--- src/hdl/trig_readout_config.svh ---
// fifo depths and readout busy times for the trigger readout front end
`ifndef TRIG_READOUT_CONFIG_SVH
`define TRIG_READOUT_CONFIG_SVH

// trigger words held by the trigger fifo
`define TRIG_FIFO_DEPTH 16

// acquisition summaries held by the acquisition fifo
`define ACQ_FIFO_DEPTH 16

// busy time of a full readout, in clk cycles
`define FULL_READOUT_CYCLES 8

// busy time of an empty-event readout, in clk cycles
// must be at least 1, like the full one
`define EMPTY_READOUT_CYCLES 2

`endif

--- src/hdl/trig_readout_pkg.sv ---
// trigger word, acquisition word, event record and state index types
package trig_readout_pkg;

  localparam int NUM_STATES = 7; // width of the one-hot state vector

  // word from the TTC trigger fifo, 128 bits
  typedef struct packed {
    logic [25:0] spare;
    logic [ 3:0] alarms;    // XADC alarms
    logic        empty;     // empty-event request
    logic [ 4:0] trig_type;
    logic [23:0] event_num; // channel event number
    logic [23:0] trig_num;  // global trigger number
    logic [43:0] timestamp;
  } ttc_trigger_t;

  // acquisition summary from the channel logic, 32 bits
  typedef struct packed {
    logic [ 2:0] spare;
    logic [ 4:0] trig_type;
    logic [23:0] trig_num;
  } acq_event_t;

  // event header published by the sequencer, 102 bits
  typedef struct packed {
    logic        empty;
    logic [ 3:0] alarms;
    logic [ 4:0] trig_type;
    logic [23:0] event_num;
    logic [23:0] trig_num;
    logic [43:0] timestamp;
  } event_record_t;

  // bit positions in the one-hot state vector
  typedef enum logic [2:0] {
    IDLE             = 3'd0,
    READ_TRIG_FIFO   = 3'd1,
    SEND_EMPTY_EVENT = 3'd2,
    READ_ACQ_FIFO    = 3'd3,
    READOUT          = 3'd4,
    ERROR_TRIG_NUM   = 3'd5,
    ERROR_TRIG_TYPE  = 3'd6
  } proc_state_e;

endpackage

--- src/hdl/event_fifo.sv ---
// first-word-fall-through synchronous fifo, parameterised width and depth
`timescale 1ns/10ps

module event_fifo #(
  parameter int WIDTH = 32,
  parameter int DEPTH = 16
) (
  input  logic             clk,
  input  logic             reset,

  // write side, no back-pressure
  input  logic             wr_valid,
  input  logic [WIDTH-1:0] wr_data,
  output logic             full,

  // read side
  output logic             rd_valid,
  output logic [WIDTH-1:0] rd_data,
  input  logic             rd_ready
);

  localparam int PTR_W = (DEPTH > 1) ? $clog2(DEPTH) : 1;
  localparam int CNT_W = $clog2(DEPTH + 1);

  logic [WIDTH-1:0] mem [DEPTH];
  logic [PTR_W-1:0] wr_ptr;
  logic [PTR_W-1:0] rd_ptr;
  logic [CNT_W-1:0] count; // words held

  logic wr_en;
  logic rd_en;

  assign full     = (count == CNT_W'(DEPTH));
  assign rd_valid = (count != '0);
  assign rd_data  = mem[rd_ptr]; // head word falls through

  assign wr_en = wr_valid & ~full; // push while full is dropped
  assign rd_en = rd_valid & rd_ready;

  // storage
  always_ff @(posedge clk) begin
    if (wr_en) begin
      mem[wr_ptr] <= wr_data;
    end
  end

  // pointers and occupancy
  always_ff @(posedge clk) begin
    if (reset) begin
      wr_ptr <= '0;
      rd_ptr <= '0;
      count  <= '0;
    end
    else begin
      if (wr_en) begin
        wr_ptr <= (wr_ptr == PTR_W'(DEPTH - 1)) ? '0 : wr_ptr + 1'b1;
      end
      if (rd_en) begin
        rd_ptr <= (rd_ptr == PTR_W'(DEPTH - 1)) ? '0 : rd_ptr + 1'b1;
      end
      case ({wr_en, rd_en})
        2'b10:   count <= count + 1'b1;
        2'b01:   count <= count - 1'b1;
        default: count <= count; // both or neither
      endcase
    end
  end

endmodule

--- src/hdl/trigger_processor.sv ---
// one-hot fsm pairing trigger and acquisition words and starting readouts
`timescale 1ns/10ps

module trigger_processor import trig_readout_pkg::*; (
  input  logic                  clk,
  input  logic                  reset,

  // trigger fifo read side
  input  logic                  trig_fifo_valid,
  input  ttc_trigger_t          trig_fifo_data,
  output logic                  trig_fifo_ready,

  // acquisition fifo read side
  input  logic                  acq_fifo_valid,
  input  acq_event_t            acq_fifo_data,
  output logic                  acq_fifo_ready,

  // readout sequencer
  input  logic                  readout_ready,    // sequencer idle
  input  logic                  readout_done,     // readout finished
  output logic                  send_empty_event, // empty-event request
  output logic                  initiate_readout, // start a readout
  output event_record_t         trig_record,      // latched trigger fields

  // status
  output logic [NUM_STATES-1:0] state,
  output logic                  error_trig_num,
  output logic                  error_trig_type
);

  acq_event_t acq_latched; // last acquisition summary taken

  logic [NUM_STATES-1:0] nextstate;
  event_record_t         next_trig_record;
  acq_event_t            next_acq_latched;

  always_comb begin
    nextstate        = '0;
    next_trig_record = trig_record; // hold unless a word is accepted
    next_acq_latched = acq_latched;

    trig_fifo_ready  = 1'b0;
    acq_fifo_ready   = 1'b0;
    send_empty_event = 1'b0;
    initiate_readout = 1'b0;

    case (1'b1)
      state[IDLE]: begin
        if (trig_fifo_valid) begin
          next_trig_record.alarms    = trig_fifo_data.alarms;
          next_trig_record.empty     = trig_fifo_data.empty;
          next_trig_record.trig_type = trig_fifo_data.trig_type;
          next_trig_record.event_num = trig_fifo_data.event_num;
          next_trig_record.trig_num  = trig_fifo_data.trig_num;
          next_trig_record.timestamp = trig_fifo_data.timestamp;

          trig_fifo_ready = 1'b1; // pop the trigger word
          nextstate[READ_TRIG_FIFO] = 1'b1;
        end
        else begin
          nextstate[IDLE] = 1'b1;
        end
      end

      state[READ_TRIG_FIFO]: begin
        // empty events skip the acquisition fifo entirely
        if (trig_record.empty & readout_ready) begin
          send_empty_event = 1'b1;
          initiate_readout = 1'b1;
          nextstate[SEND_EMPTY_EVENT] = 1'b1;
        end
        else if (acq_fifo_valid & ~trig_record.empty) begin
          next_acq_latched = acq_fifo_data;
          acq_fifo_ready   = 1'b1; // pop the acquisition word
          nextstate[READ_ACQ_FIFO] = 1'b1;
        end
        else begin
          nextstate[READ_TRIG_FIFO] = 1'b1; // wait for sequencer or acq word
        end
      end

      state[SEND_EMPTY_EVENT]: begin
        if (readout_done) begin
          nextstate[IDLE] = 1'b1;
        end
        else begin
          nextstate[SEND_EMPTY_EVENT] = 1'b1;
        end
      end

      state[READ_ACQ_FIFO]: begin
        // number is checked before type
        if (trig_record.trig_num != acq_latched.trig_num) begin
          nextstate[ERROR_TRIG_NUM] = 1'b1;
        end
        else if (trig_record.trig_type != acq_latched.trig_type) begin
          nextstate[ERROR_TRIG_TYPE] = 1'b1;
        end
        else if (readout_ready) begin
          initiate_readout = 1'b1;
          nextstate[READOUT] = 1'b1;
        end
        else begin
          nextstate[READ_ACQ_FIFO] = 1'b1; // sequencer still busy
        end
      end

      state[READOUT]: begin
        if (readout_done) begin
          nextstate[IDLE] = 1'b1;
        end
        else begin
          nextstate[READOUT] = 1'b1;
        end
      end

      // mismatches are sticky until reset
      state[ERROR_TRIG_NUM]: begin
        nextstate[ERROR_TRIG_NUM] = 1'b1;
      end

      state[ERROR_TRIG_TYPE]: begin
        nextstate[ERROR_TRIG_TYPE] = 1'b1;
      end

      default: begin
        nextstate[IDLE] = 1'b1; // lost one-hot, fall back to idle
      end
    endcase
  end

  always_ff @(posedge clk) begin
    if (reset) begin
      state       <= NUM_STATES'(1) << IDLE;
      trig_record <= '0;
      acq_latched <= '0;
    end
    else begin
      state       <= nextstate;
      trig_record <= next_trig_record;
      acq_latched <= next_acq_latched;
    end
  end

  assign error_trig_num  = state[ERROR_TRIG_NUM];
  assign error_trig_type = state[ERROR_TRIG_TYPE];

endmodule

--- src/hdl/readout_sequencer.sv ---
// command manager model publishing event headers and timing readouts
`timescale 1ns/10ps
`include "trig_readout_config.svh"

module readout_sequencer import trig_readout_pkg::*; (
  input  logic          clk,
  input  logic          reset,

  // requests from the trigger processor
  input  logic          initiate_readout,
  input  logic          send_empty_event,
  input  event_record_t trig_record,

  // status back to the processor
  output logic          readout_ready, // idle level
  output logic          readout_done,  // one-cycle pulse

  // published header
  output logic          event_valid,
  output event_record_t event_record
);

  localparam int MAX_CYCLES = (`FULL_READOUT_CYCLES > `EMPTY_READOUT_CYCLES) ?
                              `FULL_READOUT_CYCLES : `EMPTY_READOUT_CYCLES;
  localparam int CNT_W = $clog2(MAX_CYCLES + 1);

  localparam logic [CNT_W-1:0] FULL_CNT  = CNT_W'(`FULL_READOUT_CYCLES);
  localparam logic [CNT_W-1:0] EMPTY_CNT = CNT_W'(`EMPTY_READOUT_CYCLES);

  logic             busy;
  logic [CNT_W-1:0] busy_cnt; // cycles left in the readout
  logic             start;
  event_record_t    next_record;

  assign readout_ready = ~busy;
  assign start         = initiate_readout & ~busy; // ignore requests while busy

  // empty flag follows the request, not the latched trigger
  always_comb begin
    next_record       = trig_record;
    next_record.empty = send_empty_event;
  end

  always_ff @(posedge clk) begin
    if (reset) begin
      busy         <= 1'b0;
      busy_cnt     <= '0;
      readout_done <= 1'b0;
      event_valid  <= 1'b0;
      event_record <= '0;
    end
    else begin
      readout_done <= 1'b0;
      event_valid  <= start; // header one cycle after the request

      if (start) begin
        busy         <= 1'b1;
        busy_cnt     <= send_empty_event ? EMPTY_CNT : FULL_CNT;
        event_record <= next_record;
      end
      else if (busy) begin
        busy_cnt <= busy_cnt - 1'b1;
        if (busy_cnt == CNT_W'(1)) begin
          busy         <= 1'b0; // ready rises with done
          readout_done <= 1'b1;
        end
      end
    end
  end

endmodule

--- src/hdl/trig_readout_top.sv ---
// top level with trigger and acquisition fifos, processor and sequencer
`timescale 1ns/10ps
`include "trig_readout_config.svh"

module trig_readout_top import trig_readout_pkg::*; (
  input  logic                  clk,
  input  logic                  reset,

  // input streams
  input  logic                  trig_in_valid,
  input  ttc_trigger_t          trig_in_data,
  input  logic                  acq_in_valid,
  input  acq_event_t            acq_in_data,
  output logic                  trig_fifo_full,
  output logic                  acq_fifo_full,

  // event headers
  output logic                  event_valid,
  output event_record_t         event_record,

  // status
  output logic [NUM_STATES-1:0] proc_state,
  output logic                  error_trig_num,
  output logic                  error_trig_type
);

  logic          trig_fifo_valid;
  logic          trig_fifo_ready;
  ttc_trigger_t  trig_fifo_data;

  logic          acq_fifo_valid;
  logic          acq_fifo_ready;
  acq_event_t    acq_fifo_data;

  logic          readout_ready;
  logic          readout_done;
  logic          send_empty_event;
  logic          initiate_readout;
  event_record_t trig_record;

  event_fifo #(
    .WIDTH ($bits(ttc_trigger_t)),
    .DEPTH (`TRIG_FIFO_DEPTH)
  ) trig_fifo_i (
    .clk      (clk),
    .reset    (reset),
    .wr_valid (trig_in_valid),
    .wr_data  (trig_in_data),
    .full     (trig_fifo_full),
    .rd_valid (trig_fifo_valid),
    .rd_data  (trig_fifo_data),
    .rd_ready (trig_fifo_ready)
  );

  event_fifo #(
    .WIDTH ($bits(acq_event_t)),
    .DEPTH (`ACQ_FIFO_DEPTH)
  ) acq_fifo_i (
    .clk      (clk),
    .reset    (reset),
    .wr_valid (acq_in_valid),
    .wr_data  (acq_in_data),
    .full     (acq_fifo_full),
    .rd_valid (acq_fifo_valid),
    .rd_data  (acq_fifo_data),
    .rd_ready (acq_fifo_ready)
  );

  trigger_processor trigger_processor_i (
    .clk              (clk),
    .reset            (reset),
    .trig_fifo_valid  (trig_fifo_valid),
    .trig_fifo_data   (trig_fifo_data),
    .trig_fifo_ready  (trig_fifo_ready),
    .acq_fifo_valid   (acq_fifo_valid),
    .acq_fifo_data    (acq_fifo_data),
    .acq_fifo_ready   (acq_fifo_ready),
    .readout_ready    (readout_ready),
    .readout_done     (readout_done),
    .send_empty_event (send_empty_event),
    .initiate_readout (initiate_readout),
    .trig_record      (trig_record),
    .state            (proc_state),
    .error_trig_num   (error_trig_num),
    .error_trig_type  (error_trig_type)
  );

  readout_sequencer readout_sequencer_i (
    .clk              (clk),
    .reset            (reset),
    .initiate_readout (initiate_readout),
    .send_empty_event (send_empty_event),
    .trig_record      (trig_record),
    .readout_ready    (readout_ready),
    .readout_done     (readout_done),
    .event_valid      (event_valid),
    .event_record     (event_record)
  );

endmodule

--- config.mk ---
export PLATFORM = sky130hd
export DESIGN_NAME = trig_readout_top
export DESIGN_NICKNAME = d
export VERILOG_FILES = /design/src/hdl/trig_readout_pkg.sv /design/src/hdl/event_fifo.sv /design/src/hdl/trigger_processor.sv /design/src/hdl/readout_sequencer.sv /design/src/hdl/trig_readout_top.sv
export VERILOG_INCLUDE_DIRS = /design/src /design/src/hdl
export SDC_FILE = /design/constraint.sdc
export NUM_CORES = 2
export LEC_CHECK = 0
export BUFFER_PORTS_ARGS = -buffer_cell sky130_fd_sc_hd__buf_2
export CAP_MARGIN = 5
export CORE_UTILIZATION = 40
export CTS_CLUSTER_SIZE = 20
export DETAILED_ROUTE_END_ITERATION = 12
export PLACE_DENSITY_LB_ADDON = 0.12
export SLEW_MARGIN = 20
export SYNTH_ARGS = -nofsm -noshare
export SYNTH_HDL_FRONTEND = slang
export SYNTH_HIERARCHICAL = 1
export SYNTH_SLANG_ARGS = --single-unit
--- constraint.sdc ---
create_clock -name clk -period 10.6 [get_ports clk]
set_input_delay 1.06 -clock clk [delete_from_list [all_inputs] [get_ports clk]]
set_output_delay 1.06 -clock clk [all_outputs]
set_load 0.01 [all_outputs]
==> impl_metrics.tcl <==
set metrics [dict create \
    tns_ns 0 \
    antenna_found_initial 71 \
    post_synth_inst_count 4401 \
    layoutNonFillerInstCount 7910 \
    period_share_pct 44.9 \
    worst_hold_path_type "reg -> reg" \
    status "finished, final reports clean" \
    post_synth.cell_area_avg_um2 20.2 \
    clock-skew-final_ns 0.0545 \
    row_count 172 \
    worst_ep_required_time_ns 11.35 \
    first_global_vias 45100 \
    synth_nets 4585 \
    crit_slowest_cell "or4_1" \
    buffer_type_at_the_clock_tree_root "clkbuf_16" \
    drt_drc_violations_left 0 \
    flow.area_growth_from_synthesis_pct 14.8 \
    numCtsBuffers 274 \
    io_buffer_count 248 \
    die_width_um 474 \
    drt-total-wl_um 235000 \
    ys_warn_count 6 \
    detailroute.via_count 43700 \
    unrepaired_setup_endpoints_after_global_routing "no" \
    period_needed_ns 4.75 \
    post-place-cells 7422 \
    timing_worst_slew_pin_value_ns 1.10 \
    worst_path_largest_cell_delay_ns 0.71 \
    arrival_time_of_the_worst_setup_path_ns 5.51 \
    cts_resized 0 \
    grt_util_all_layers_pct 21.0 \
    setup.worst_path.end_class "flip-flop" \
    ctsHtreeMaxLevel 5 \
    drt-vias-per-instance 5.53 \
    post_synth_instance_area_um2 88900 \
    power.ir.vdd_worst_mv 0.260 \
    detail_route.first_pass.iterations 5 \
    post_cts_buffers 0 \
    static-leakage-power_nw 32.4 \
    die-height_um 474 \
    route.antenna.remaining_nets 0 \
    grt.overflow.total 0 \
    timing.final.hold_violations 0 \
    fp.coreArea_um2 220000 \
    clkSlewWorstSetupHoldPaths_ns 0.06 \
    drive_above_1_share_pct 26.4 \
    fin_worst_hold_slack_ns 0.457 \
    cts_hold_buf 0 \
    largest_net_degree_at_the_start_of_global_routing 112 \
    finalSetupViolations 0 \
    grt_pass1_wl_um 334000 \
    maxSlewHeadroom_pct 26.4 \
    fmax_ghz 0.210 \
    power-per-cell-area_nw_per_um2 234 \
    numnets_final 4924 \
    timing_max_transition_violations_final 0 \
    crit_path_start_kind "flip-flop" \
    gpl.final_weighted_congestion 0.715 \
    ios 278 \
    clk_path_buf_depth 4 \
    path_cells "or4_1 > nand2b_1 > nand2_4 > inv_6 > o21ai_4 > inv_1 > ha_1 > xor2_1 > ha_1 > a21oi_1 > a221oi_1 > a221o_1 > or3_1" \
    clkLatencyLatePin_ns 0.91 \
    drt-wirelength-per-cell_um 29.7 \
    tritoncts "built" \
    worstSetupPathType "reg -> reg" \
    drv_cap 0 \
    die_area_um2 224000 \
    initial_core_util_pct 40.4 \
    crit_path_frequent_cell "ha_1" \
    place_hpwl_um 125000 \
    worst-path-max-fanout 66 \
    clock_sinks 2377 \
    fin_util_pct 46.3 \
    dr.first_iter.drc_count 3611 \
]
==> path summary, 6_finish.rpt <==
kind                            cells after the start                                start                                   to  slack, ns
worst min register to register                      2  trigger_processor_i/trig_record[83]  trigger_processor_i/trig_record[83]       0.46
worst min-delay path                                2  trigger_processor_i/trig_record[83]  trigger_processor_i/trig_record[83]       0.46
worst max-delay path                               13                 trig_fifo_i/count[1]                 trig_fifo_i/count[4]       5.85
worst max register to register                     13                 trig_fifo_i/count[1]                 trig_fifo_i/count[4]       5.85
==> metal layers <==
layer  track usage, %  vias up  part of all wire, %
met4             7.85       54                  3.9
met3             3.78      468                  4.9
met1             27.1    23400                   41
met2             35.4     1091                   50
met5                0        -                 0.13
li1                 -    18700                    -
==> power breakdown <==
| part | internal, mW | switching (mW) | total (mW) |
|---|---|---|---|
| combinational | 1.60 | 2.33 | 3.93 |
| sequential | 10.7 | 0.380 | 11.0 |
| clock | 5.33 | 3.61 | 8.95 |
==> through the flow <==
stage / power [mW] / instance area, µm² / setup slack, ns
final: 23.9 / 102000 / 5.85
after global routing: 24.8 / 102000 / 5.61
after CTS: 24.2 / 102000 / 5.79
after detailed placement: 15.3 / 93600 / 5.80
after global placement: 15.2 / 93600 / 5.84
after floorplan: 13.9 / 88900 / 1.71
==> layout by cell type, fill, tap and decap left out, types with 7 or more instances in the layout <==
master / instances
edfxtp_1: 2096
mux4_2: 524
nand2_1: 377
clkbuf_16: 288
dfxtp_1: 275
buf_2: 247
a22oi_1: 173
a21oi_1: 162
a22o_1: 102
buf_4: 91
clkbuf_1: 78
o22ai_1: 74
nor2_1: 54
clkinv_1: 30
xnor2_1: 29
mux2i_1: 28
nor2_4: 27
clkinv_2: 27
clkbuf_8: 24
ha_1: 20
diode_2: 18
inv_1: 17
nand2b_1: 11
xor2_1: 11
nor3_1: 11
o21ai_0: 11
buf_12: 9
bufinv_16: 9
nor3_2: 8
nand4_1: 8
clkinvlp_4: 8
nand3_1: 7
==> sequential cells by signal, summed over array words and instances (netlist names), 5 cells and up, named ones only <==
register	flops
trig_fifo_i/mem	1632
readout_sequencer_i/event_record	102
trig_fifo_i/count	5
trigger_processor_i/acq_latched	29
acq_fifo_i/mem	464
acq_fifo_i/count	5
trigger_processor_i/trig_record	102
trigger_processor_i/state	7
==> critical path, delay by kind of cell (launching register included) <==
| family | cells | cell delay [ns] |
|---|---|---|
| fa+ha+maj | 2 | 0.51 |
| simple gates | 4 | 1.95 |
| buf+inv | 2 | 0.62 |
| compound gates | 4 | 0.94 |
| xor+xnor | 1 | 0.18 |
| flops | 1 | 0.37 |
==> area by class of cell <==
class | count | area [µm²]
antenna | 18 | 45.0
clock buffer | 389 | 7820
clock inverter | 81 | 647
fill | 18800 | 118000
inverter | 20 | 80.1
multi-input combinational | 1719 | 19100
sequential | 2377 | 68600
tap | 2958 | 3700
timing repair buffer | 348 | 2110
Note: power is estimated with default switching activity, not from simulation.
